$ cat src/rtl/glay_control_pkg.sv
`default_nettype none

package glay_control_pkg;

  // ------------------------------------------------
  // Field widths
  // ------------------------------------------------
  localparam int engine_id_width = 4;
  localparam int vertex_id_width = 28;
  localparam int status_width    = 12;
  localparam int count_width     = 16;
  localparam int payload_width   = 32;

  // Packet kind, stored as the top bit of a FIFO word
  localparam logic packet_kind_vertex = 1'b0;
  localparam logic packet_kind_done   = 1'b1;

  // Kind bit on top of the payload word
  localparam int packet_width = 1 + payload_width;

  // One payload word, read as vertex or done packet
  typedef union packed {
    struct packed {
      logic [engine_id_width-1:0] engine_id;
      logic [vertex_id_width-1:0] vertex_id;
    } vertex;
    struct packed {
      logic [engine_id_width-1:0] engine_id;
      logic [status_width-1:0]    status_flags;
      logic [count_width-1:0]     processed_count;
    } done;
  } control_payload_u;

endpackage : glay_control_pkg

`default_nettype wire

$ cat src/rtl/sync_fifo.sv
`timescale 1ns/100ps
`default_nettype none

module sync_fifo #(
  parameter int DEPTH       = 16,
  parameter int WIDTH       = 32,
  parameter int PROG_THRESH = 12
) (
  input  logic             ap_clk,
  input  logic             areset_control,
  input  logic [WIDTH-1:0] din,
  input  logic             wr_en,
  input  logic             rd_en,
  output logic [WIDTH-1:0] dout,
  output logic             valid,
  output logic             empty,
  output logic             full,
  output logic             prog_full
);

  localparam int ADDR_WIDTH  = (DEPTH > 1) ? $clog2(DEPTH) : 1;
  localparam int COUNT_WIDTH = $clog2(DEPTH + 1);

  logic [WIDTH-1:0]       mem [DEPTH];
  logic [ADDR_WIDTH-1:0]  wr_ptr;
  logic [ADDR_WIDTH-1:0]  rd_ptr;
  logic [COUNT_WIDTH-1:0] count;
  logic                   do_write;
  logic                   do_read;

  // Overflow and underflow are blocked here
  assign do_write = wr_en && !full;
  assign do_read  = rd_en && !empty;

  // Flags straight from the occupancy count
  assign empty     = (count == '0);
  assign full      = (count == COUNT_WIDTH'(DEPTH));
  assign prog_full = (count >= COUNT_WIDTH'(PROG_THRESH));

  // ------------------------------------------------
  // Pointers and occupancy
  // ------------------------------------------------
  always_ff @(posedge ap_clk) begin
    if (areset_control) begin
      wr_ptr <= '0;
      rd_ptr <= '0;
      count  <= '0;
      valid  <= 1'b0;
    end else begin
      if (do_write) begin
        // Wrap at DEPTH, which need not be a power of two
        wr_ptr <= (wr_ptr == ADDR_WIDTH'(DEPTH - 1)) ? '0 : wr_ptr + 1'b1;
      end
      if (do_read) begin
        rd_ptr <= (rd_ptr == ADDR_WIDTH'(DEPTH - 1)) ? '0 : rd_ptr + 1'b1;
      end
      case ({do_write, do_read})
        2'b10:   count <= count + 1'b1;
        2'b01:   count <= count - 1'b1;
        default: count <= count;
      endcase
      // Read data shows up one cycle after the pop
      valid <= do_read;
    end
  end

  // Storage and read register
  always_ff @(posedge ap_clk) begin
    if (do_write) begin
      mem[wr_ptr] <= din;
    end
    if (do_read) begin
      dout <= mem[rd_ptr];
    end
  end

endmodule : sync_fifo

`default_nettype wire

$ cat src/rtl/round_robin_bus_arbiter.sv
`timescale 1ns/100ps
`default_nettype none

module round_robin_bus_arbiter #(
  parameter int NUM_REQUESTORS = 4,
  parameter int BUS_WIDTH      = 33
) (
  input  logic                      ap_clk,
  input  logic                      areset_control,
  input  logic [NUM_REQUESTORS-1:0] arbiter_request,
  input  logic [NUM_REQUESTORS-1:0] bus_valid,
  input  logic [BUS_WIDTH-1:0]      bus_in [NUM_REQUESTORS],
  output logic [NUM_REQUESTORS-1:0] arbiter_grant,
  output logic                      bus_out_valid,
  output logic [BUS_WIDTH-1:0]      bus_out
);

  localparam int IDX_WIDTH = (NUM_REQUESTORS > 1) ? $clog2(NUM_REQUESTORS) : 1;

  logic [NUM_REQUESTORS-1:0] masked_request;
  logic [NUM_REQUESTORS-1:0] next_grant;
  logic [IDX_WIDTH-1:0]      last_idx;
  logic [IDX_WIDTH-1:0]      next_idx;
  logic                      found;
  int                        scan_idx;
  logic [BUS_WIDTH-1:0]      bus_mux;

  // ------------------------------------------------
  // Grant selection
  // ------------------------------------------------
  always_comb begin
    // Requestor popped this cycle sits out the next one
    masked_request = arbiter_request & ~arbiter_grant;
    next_grant     = '0;
    next_idx       = last_idx;
    found          = 1'b0;
    scan_idx       = 0;
    // Scan starts just after the last winner
    for (int k = 1; k <= NUM_REQUESTORS; k++) begin
      scan_idx = int'(last_idx) + k;
      if (scan_idx >= NUM_REQUESTORS) begin
        scan_idx = scan_idx - NUM_REQUESTORS;
      end
      if (!found && masked_request[scan_idx]) begin
        found                = 1'b1;
        next_grant[scan_idx] = 1'b1;
        next_idx             = scan_idx[IDX_WIDTH-1:0];
      end
    end
  end

  always_ff @(posedge ap_clk) begin
    if (areset_control) begin
      arbiter_grant <= '0;
      // First grant goes to requestor 0
      last_idx      <= IDX_WIDTH'(NUM_REQUESTORS - 1);
    end else begin
      arbiter_grant <= next_grant;
      if (found) begin
        last_idx <= next_idx;
      end
    end
  end

  // ------------------------------------------------
  // Bus multiplexer
  // ------------------------------------------------
  // At most one source is valid per cycle, so an OR mux suffices
  always_comb begin
    bus_mux = '0;
    for (int i = 0; i < NUM_REQUESTORS; i++) begin
      bus_mux = bus_mux | (bus_in[i] & {BUS_WIDTH{bus_valid[i]}});
    end
  end

  always_ff @(posedge ap_clk) begin
    if (areset_control) begin
      bus_out_valid <= 1'b0;
    end else begin
      bus_out_valid <= |bus_valid;
    end
  end

  always_ff @(posedge ap_clk) begin
    bus_out <= bus_mux;
  end

endmodule : round_robin_bus_arbiter

`default_nettype wire

$ cat src/rtl/control_request_arbiter.sv
`timescale 1ns/100ps
`default_nettype none

module control_request_arbiter
  import glay_control_pkg::*;
#(
  parameter int NUM_REQUESTORS    = 4,
  parameter int INPUT_FIFO_DEPTH  = 16,
  parameter int OUTPUT_FIFO_DEPTH = 32
) (
  input  logic                      ap_clk,
  input  logic                      areset_control,
  input  logic [NUM_REQUESTORS-1:0] request_valid,
  input  logic [NUM_REQUESTORS-1:0] request_kind,
  input  control_payload_u          request_payload [NUM_REQUESTORS],
  output logic [NUM_REQUESTORS-1:0] request_ready,
  input  logic                      out_ready,
  output logic                      out_valid,
  output logic                      out_kind,
  output control_payload_u          out_payload
);

  // Slots kept free for beats still in the pipeline
  localparam int FIFO_MARGIN = 4;

  // Input stage
  logic [NUM_REQUESTORS-1:0] req_valid_reg;
  logic [packet_width-1:0]   req_packet_reg [NUM_REQUESTORS];

  // Per-requestor FIFOs
  logic [NUM_REQUESTORS-1:0] in_rd_en;
  logic [NUM_REQUESTORS-1:0] in_valid;
  logic [NUM_REQUESTORS-1:0] in_empty;
  logic [NUM_REQUESTORS-1:0] in_prog_full;
  logic [packet_width-1:0]   in_dout [NUM_REQUESTORS];

  // Arbiter
  logic [NUM_REQUESTORS-1:0] arbiter_request;
  logic [NUM_REQUESTORS-1:0] arbiter_grant;
  logic                      arb_out_valid;
  logic [packet_width-1:0]   arb_out;

  // Output FIFO
  logic                      out_ready_reg;
  logic                      out_rd_en;
  logic                      out_fifo_valid;
  logic                      out_empty;
  logic                      out_prog_full;
  logic [packet_width-1:0]   out_dout;

  // ------------------------------------------------
  // Input registers
  // ------------------------------------------------
  always_ff @(posedge ap_clk) begin
    if (areset_control) begin
      req_valid_reg <= '0;
      out_ready_reg <= 1'b0;
    end else begin
      req_valid_reg <= request_valid;
      out_ready_reg <= out_ready;
    end
  end

  // Kind bit goes on top of the payload
  always_ff @(posedge ap_clk) begin
    for (int i = 0; i < NUM_REQUESTORS; i++) begin
      req_packet_reg[i] <= {request_kind[i], request_payload[i]};
    end
  end

  // ------------------------------------------------
  // Per-requestor FIFOs
  // ------------------------------------------------
  for (genvar i = 0; i < NUM_REQUESTORS; i++) begin : gen_in_fifo
    // Pop only the granted, non-empty FIFO
    assign in_rd_en[i] = arbiter_grant[i] & ~in_empty[i];
    // Hold off the arbiter while the output FIFO is nearly full
    assign arbiter_request[i] = ~in_empty[i] & ~out_prog_full;

    sync_fifo #(
      .DEPTH      (INPUT_FIFO_DEPTH),
      .WIDTH      (packet_width),
      .PROG_THRESH(INPUT_FIFO_DEPTH - FIFO_MARGIN)
    ) u_in_fifo (
      .ap_clk        (ap_clk),
      .areset_control(areset_control),
      .din           (req_packet_reg[i]),
      .wr_en         (req_valid_reg[i]),
      .rd_en         (in_rd_en[i]),
      .dout          (in_dout[i]),
      .valid         (in_valid[i]),
      .empty         (in_empty[i]),
      .full          (),
      .prog_full     (in_prog_full[i])
    );
  end

  // FIFO heads onto one registered bus
  round_robin_bus_arbiter #(
    .NUM_REQUESTORS(NUM_REQUESTORS),
    .BUS_WIDTH     (packet_width)
  ) u_arbiter (
    .ap_clk         (ap_clk),
    .areset_control (areset_control),
    .arbiter_request(arbiter_request),
    .bus_valid      (in_valid),
    .bus_in         (in_dout),
    .arbiter_grant  (arbiter_grant),
    .bus_out_valid  (arb_out_valid),
    .bus_out        (arb_out)
  );

  // ------------------------------------------------
  // Output FIFO
  // ------------------------------------------------
  assign out_rd_en = out_ready_reg & ~out_empty;

  sync_fifo #(
    .DEPTH      (OUTPUT_FIFO_DEPTH),
    .WIDTH      (packet_width),
    .PROG_THRESH(OUTPUT_FIFO_DEPTH - FIFO_MARGIN)
  ) u_out_fifo (
    .ap_clk        (ap_clk),
    .areset_control(areset_control),
    .din           (arb_out),
    .wr_en         (arb_out_valid),
    .rd_en         (out_rd_en),
    .dout          (out_dout),
    .valid         (out_fifo_valid),
    .empty         (out_empty),
    .full          (),
    .prog_full     (out_prog_full)
  );

  // ------------------------------------------------
  // Ready feedback and output registers
  // ------------------------------------------------
  always_ff @(posedge ap_clk) begin
    if (areset_control) begin
      request_ready <= '0;
      out_valid     <= 1'b0;
    end else begin
      // Own FIFO and shared FIFO must both have room
      request_ready <= ~in_prog_full & {NUM_REQUESTORS{~out_prog_full}};
      out_valid     <= out_fifo_valid;
    end
  end

  always_ff @(posedge ap_clk) begin
    out_kind    <= out_dout[packet_width-1];
    out_payload <= out_dout[payload_width-1:0];
  end

endmodule : control_request_arbiter

`default_nettype wire

$ cat src/rtl/vertex_control_engine.sv
`timescale 1ns/100ps
`default_nettype none

module vertex_control_engine
  import glay_control_pkg::*;
#(
  parameter int ENGINE_ID = 0
) (
  input  logic                       ap_clk,
  input  logic                       areset_control,
  input  logic                       cmd_valid,
  output logic                       cmd_ready,
  input  logic [vertex_id_width-1:0] cmd_first_vertex,
  input  logic [count_width-1:0]     cmd_count,
  input  logic                       request_ready,
  output logic                       request_valid,
  output logic                       request_kind,
  output control_payload_u           request_payload
);

  // FSM encoding
  localparam logic [1:0] st_idle  = 2'd0;
  localparam logic [1:0] st_issue = 2'd1;
  localparam logic [1:0] st_done  = 2'd2;

  logic [1:0]                 state;
  logic [vertex_id_width-1:0] vertex_id;
  logic [count_width-1:0]     remaining;
  logic [count_width-1:0]     total_count;

  assign cmd_ready = (state == st_idle);

  // One beat per cycle, only while the arbiter has room
  assign request_valid = request_ready && ((state == st_issue) || (state == st_done));
  assign request_kind  = (state == st_done) ? packet_kind_done : packet_kind_vertex;

  always_comb begin
    if (state == st_done) begin
      request_payload.done.engine_id       = engine_id_width'(ENGINE_ID);
      // No status reported yet
      request_payload.done.status_flags    = '0;
      request_payload.done.processed_count = total_count;
    end else begin
      request_payload.vertex.engine_id = engine_id_width'(ENGINE_ID);
      request_payload.vertex.vertex_id = vertex_id;
    end
  end

  // ------------------------------------------------
  // Command FSM and vertex counter
  // ------------------------------------------------
  always_ff @(posedge ap_clk) begin
    if (areset_control) begin
      state <= st_idle;
    end else begin
      case (state)
        st_idle: begin
          // Zero count goes straight to the done packet
          if (cmd_valid) begin
            state <= (cmd_count == '0) ? st_done : st_issue;
          end
        end
        st_issue: begin
          if (request_ready && (remaining == count_width'(1))) begin
            state <= st_done;
          end
        end
        st_done: begin
          if (request_ready) begin
            state <= st_idle;
          end
        end
        default: state <= st_idle;
      endcase
    end
  end

  // Counters load on a command and step on each vertex beat
  always_ff @(posedge ap_clk) begin
    if (cmd_valid && cmd_ready) begin
      vertex_id   <= cmd_first_vertex;
      remaining   <= cmd_count;
      total_count <= cmd_count;
    end else if ((state == st_issue) && request_ready) begin
      vertex_id <= vertex_id + 1'b1;
      remaining <= remaining - 1'b1;
    end
  end

endmodule : vertex_control_engine

`default_nettype wire

$ cat src/rtl/glay_control_top.sv
`timescale 1ns/100ps
`default_nettype none

module glay_control_top
  import glay_control_pkg::*;
#(
  parameter int NUM_ENGINES       = 4,
  parameter int INPUT_FIFO_DEPTH  = 16,
  parameter int OUTPUT_FIFO_DEPTH = 32
) (
  input  logic                       ap_clk,
  input  logic                       areset_control,
  input  logic [NUM_ENGINES-1:0]     cmd_valid,
  output logic [NUM_ENGINES-1:0]     cmd_ready,
  input  logic [vertex_id_width-1:0] cmd_first_vertex [NUM_ENGINES],
  input  logic [count_width-1:0]     cmd_count [NUM_ENGINES],
  input  logic                       out_ready,
  output logic                       out_valid,
  output logic                       out_kind,
  output control_payload_u           out_payload
);

  // ------------------------------------------------
  // Engine to arbiter wires
  // ------------------------------------------------
  logic [NUM_ENGINES-1:0] request_valid;
  logic [NUM_ENGINES-1:0] request_kind;
  logic [NUM_ENGINES-1:0] request_ready;
  control_payload_u       request_payload [NUM_ENGINES];

  // One engine per arbiter port, engine id from the index
  for (genvar i = 0; i < NUM_ENGINES; i++) begin : gen_engine
    vertex_control_engine #(
      .ENGINE_ID(i)
    ) u_engine (
      .ap_clk          (ap_clk),
      .areset_control  (areset_control),
      .cmd_valid       (cmd_valid[i]),
      .cmd_ready       (cmd_ready[i]),
      .cmd_first_vertex(cmd_first_vertex[i]),
      .cmd_count       (cmd_count[i]),
      .request_ready   (request_ready[i]),
      .request_valid   (request_valid[i]),
      .request_kind    (request_kind[i]),
      .request_payload (request_payload[i])
    );
  end

  // Funnel into the shared control bus
  control_request_arbiter #(
    .NUM_REQUESTORS   (NUM_ENGINES),
    .INPUT_FIFO_DEPTH (INPUT_FIFO_DEPTH),
    .OUTPUT_FIFO_DEPTH(OUTPUT_FIFO_DEPTH)
  ) u_request_arbiter (
    .ap_clk         (ap_clk),
    .areset_control (areset_control),
    .request_valid  (request_valid),
    .request_kind   (request_kind),
    .request_payload(request_payload),
    .request_ready  (request_ready),
    .out_ready      (out_ready),
    .out_valid      (out_valid),
    .out_kind       (out_kind),
    .out_payload    (out_payload)
  );

endmodule : glay_control_top

`default_nettype wire

$ cat config.mk
export PLATFORM = sky130hd
export DESIGN_NAME = glay_control_top
export DESIGN_NICKNAME = d
export VERILOG_FILES = /design/src/rtl/glay_control_pkg.sv /design/src/rtl/sync_fifo.sv /design/src/rtl/round_robin_bus_arbiter.sv /design/src/rtl/control_request_arbiter.sv /design/src/rtl/vertex_control_engine.sv /design/src/rtl/glay_control_top.sv
export SDC_FILE = /design/constraint.sdc
export NUM_CORES = 2
export LEC_CHECK = 0
export ABC_AREA = 1
export BUFFER_PORTS_ARGS = -buffer_cell sky130_fd_sc_hd__buf_2
export CORE_MARGIN = 1
export CORE_UTILIZATION = 60
export CTS_BUF_LIST = sky130_fd_sc_hd__clkbuf_4 sky130_fd_sc_hd__clkbuf_8
export DETAILED_ROUTE_END_ITERATION = 10
export PLACE_DENSITY = 0.8
export SLEW_MARGIN = 10
export SYNTH_ARGS = -nofsm -noshare
export SYNTH_HDL_FRONTEND = slang
export SYNTH_SLANG_ARGS = --single-unit
export TNS_END_PERCENT = 50
$ cat constraint.sdc
create_clock -name ap_clk -period 11.16 [get_ports ap_clk]
set_clock_uncertainty 0.1 [all_clocks]
set_input_delay 1.116 -clock ap_clk [delete_from_list [all_inputs] [get_ports ap_clk]]
set_output_delay 1.116 -clock ap_clk [all_outputs]
set_load 0.005 [all_outputs]
==> PnR_summary.wiki <==
{| class="wikitable"
! Metric !! Value
|-
| Placeable Area || between 200,000 and 250,000 um^2
|-
| Worst-skew pair later-pin latency || 1.08 ns
|-
| Leading register cell type out of synthesis || edfxtp_1
|-
| Worst path required time || approximately 12 ns
|-
| Critical path capture point || u_request_arbiter.u_out_fifo.dout[12]
|-
| Peak fanout along the critical path || 106
|-
| Worst reg-to-reg setup slack || 6.56 ns
|-
| CTS Buf Count || around 560
|-
| Standby leakage power || 51.8 nW
|-
| Horizontal extent of the die || around 480 um
|-
| Slowest cell on the critical path || buf_4
|-
| Core Rows || approximately 180
|-
| Antenna violations before repair || 23
|-
| Clk Tree Root Cell || clkbuf_8
|-
| Fraction of registers with async set/reset || 0%
|-
| Syn Inst Count || about 11k
|-
| Setup crit start || u_request_arbiter.u_out_fifo.rd_ptr[0]
|-
| Starting density of the core || roughly three fifths
|-
| Element type at the critical path end || register
|-
| Slew of the pin with the lowest slew margin || between 1 and 1.5 ns
|-
| Launch instance of the worst register-to-register path || u_request_arbiter.u_out_fifo.rd_ptr[0]
|-
| Clock tree from TritonCTS || yes
|-
| Post-DP HPWL || approximately 200,000 um
|-
| Number of max-slew violations in the final report || 0
|-
| Final total negative setup slack || 0 ns
|-
| Post-synth EDFFs || 3,235
|-
| Vias per Instance || 6.35
|-
| Nets || between 10k and 15k
|-
| Number of I/O pins || ~220
|-
| Highest cell delay on the worst timing path || ~0.95 ns
|-
| Post-detailed-route DRC marker count || 0
|-
| Highest achievable clock rate || about 220 MHz
|-
| Setup Viol. Count Final || 0
|-
| Largest register FFs || around 1.9k
|-
| Top area cells in the synthesized netlist || edfxtp_1 70%, nor2_1 5.4%, o21ai_0 4.1%
|-
| Setup repair after global routing missed its margin || no
|-
| Regs by FF count || u_request_arbiter.gen_in_fifo.u_in_fifo.mem: 1856 flops, u_request_arbiter.u_out_fifo.mem: 992 flops
|-
| Most used standard cell by instance count after synthesis || edfxtp_1
|-
| Detailed-route wire length || ~360,000 um
|-
| Post-Syn Area || between 100,000 and 150,000 um^2
|-
| Post-route clock period utilization || roughly 41%
|-
| Highest ir drop seen on vdd || ~0.18 mV
|-
| Worst min-delay path class || input port to register
|-
| Cell occurring most often along the worst timing path || buf_4
|-
| Final number of hold-violating endpoints || 0
|-
| Slew HR || between 15 and 20%
|-
| RePlAce Congestion || 0.882
|-
| Type of origin of the critical path || register
|-
| Synth cell types || 51
|-
| Worst Path Arrival || roughly 5.4 ns
|-
| Global route total overflow || 0
|-
| Total Die Area || about 230,000 um^2
|-
| Overall Global Routing Usage || a little under a third
|-
| Series of cell instances along the critical path || buf_4 > buf_4 > buf_4 > o21ai_0 > o22ai_1 > o21ai_0 > o21ai_1 > mux2i_1 > inv_1
|-
| Drt initial violations || about 14k
|-
| Status || finished, final reports clean
|-
| Largest reg by FF count || u_request_arbiter.gen_in_fifo.u_in_fifo.mem
|-
| Yosys reg bits || ~3.5k
|-
| Reported max-cap violation count || 0
|-
| Via count of the first global-routing pass || ~89k
|-
| CP Class || register to register
|-
| Number of nets with antenna violations after routing || 0
|-
| Cells resized by post-CTS repair || 0
|-
| Global-route wire length before repair || about 530,000 um
|-
| R2r endpoint || u_request_arbiter.u_out_fifo.dout[12]
|-
| Relative area change from synthesis to final layout || 11.3%
|-
| Die Ht || about 480 um
|-
| Total of buffers placed on input and output ports || approximately 220
|-
| Portion of the post-synthesis area used by sequential elements || approximately three quarters
|-
| Number of buffers inserted by hold repair at cts || 0
|-
| Avg Cell Area, Syn || ~13 um^2
|-
| Cell type with the largest total area after synthesis || edfxtp_1
|-
| Yosys top cell area share || 70.1%
|-
| Pin count of the biggest net entering global routing || approximately 240
|-
| Per-cell routed wire length || between 20 and 30 um
|-
| Minimum period implied by the final worst setup slack || around 4.6 ns
|-
| Total power divided by cell area || about 230 nW/um^2
|-
| Fraction of layout instances using a drive strength above 1 || 13.1%
|-
| Top cell types by occurrence after synthesis || 3,235 x edfxtp_1, 2,006 x nor2_1, 1,143 x o21ai_0
|-
| Via count of the routed design || ~91k
|-
| Number of cell instances on the worst register-to-register path || 9
|-
| Htree depth || 6
|-
| # Post-CTS Setup Buffers || 0
|-
| Total power of the final layout || about 35 mW
|-
| Number of search-and-repair iterations in the first detailed-routing pass || 6
|-
| WHS || between 0.1 and 0.15 ns
|-
| Maximum root-to-sink buffer count || 4
|-
| CTS clk-pin slew, worst paths || around 0.06 ns
|-
| Warnings, synthesis || 0
|-
| Total clock sinks || 3,511
|}
[report_power, final]
part / switching [mW] / internal, mW / leakage, nW
Combinational: 4.13 / 1.71 / 14.2
Sequential: 1.59 / 16.7 / 31.7
Clock: 4.96 / 6.07 / 5.92
[cell families after synthesis]
family / share of synthesized area, %
other: 0.00271
muxes: 1.40
AOI/OAI and AO/OA: 9.90
buffers and inverters: 2.86
and+or+nand+nor: 10.2
xor gates and xnor gates: 0.727
DFF: 74.1
adders and majority gates: 0.795
[layer usage]
metal	wire length [um]	global-route usage [%]	vias up
li1	-	-	39771
met5	323	0	-
met2	169000	47.6	6193
met1	129000	39.9	44288
met3	42300	6.59	1133
met4	19300	16.4	22
[per-stage QoR]
| stage | std cells | worst slack [ns] | area (um^2) | util (%) |
|---|---|---|---|---|
| 6_report | 14386 | 6.56 | 154000 | 67.1 |
| 3_5_place_dp | 13384 | 6.70 | 143000 | 62.2 |
| 5_1_grt | 14378 | 6.25 | 154000 | 67.1 |
| 2_1_floorplan | 10607 | 6.85 | 139000 | - |
| 3_3_place_gp | 13384 | 6.90 | 143000 | 62.2 |
| 4_1_cts | 14372 | 6.68 | 154000 | 67.1 |
[worst min-delay path by stage]
stage / from / to / slack (ns) / depth (start not counted)
global placement: u_request_arbiter.u_out_fifo.dout[0] / u_request_arbiter.out_payload[0] / 0.23 / 0
detailed placement: u_request_arbiter.u_out_fifo.dout[0] / u_request_arbiter.out_payload[0] / 0.24 / 0
CTS: cmd_count[54] / gen_engine[0].u_engine.total_count[6] / 0.06 / 1
finish: cmd_count[54] / gen_engine[0].u_engine.total_count[6] / 0.15 / 1
floorplan: u_request_arbiter.u_out_fifo.dout[32] / u_request_arbiter.out_kind / 0.22 / 0
global route: cmd_count[54] / gen_engine[0].u_engine.total_count[6] / 0.09 / 1
[worst max-delay path: cells and delay by family, from the launching register on]
kind            cells  cell delay [ns]
compound gates      4             0.86
buf+inv             4             2.78
flops               1             0.51
mux                 1             0.10
[final cells by class]
type | count | area (um^2)
fillers | 14939 | 75500
clock inverters | 170 | 1210
diodes | 14 | 35.0
clock buffers | 818 | 9970
well taps | 3026 | 3790
repair buffers | 391 | 2430
inverters | 344 | 1330
multi-input cells | 6112 | 32700
flip-flops and latches | 3511 | 103000
[layout by cell type, fill, tap and decap left out, types with 17 or more instances in the layout]
cell,count
a21oi_1,80
a31oi_1,28
buf_2,218
buf_4,170
clkbuf_4,206
clkbuf_8,612
clkinv_1,93
clkinv_2,37
dfxtp_1,260
edfxtp_1,3235
ha_1,80
inv_1,320
inv_6,17
mux2i_1,194
nand2_1,989
nand3_1,328
nand4_1,67
nor2_1,1908
nor2_4,101
nor3_1,25
nor4_1,32
o211ai_1,69
o21ai_0,1141
o21ai_1,152
o221ai_1,287
o22ai_1,124
o32ai_1,301
xnor2_1,20
xor2_1,95
Note: power is estimated with default switching activity, not from simulation.
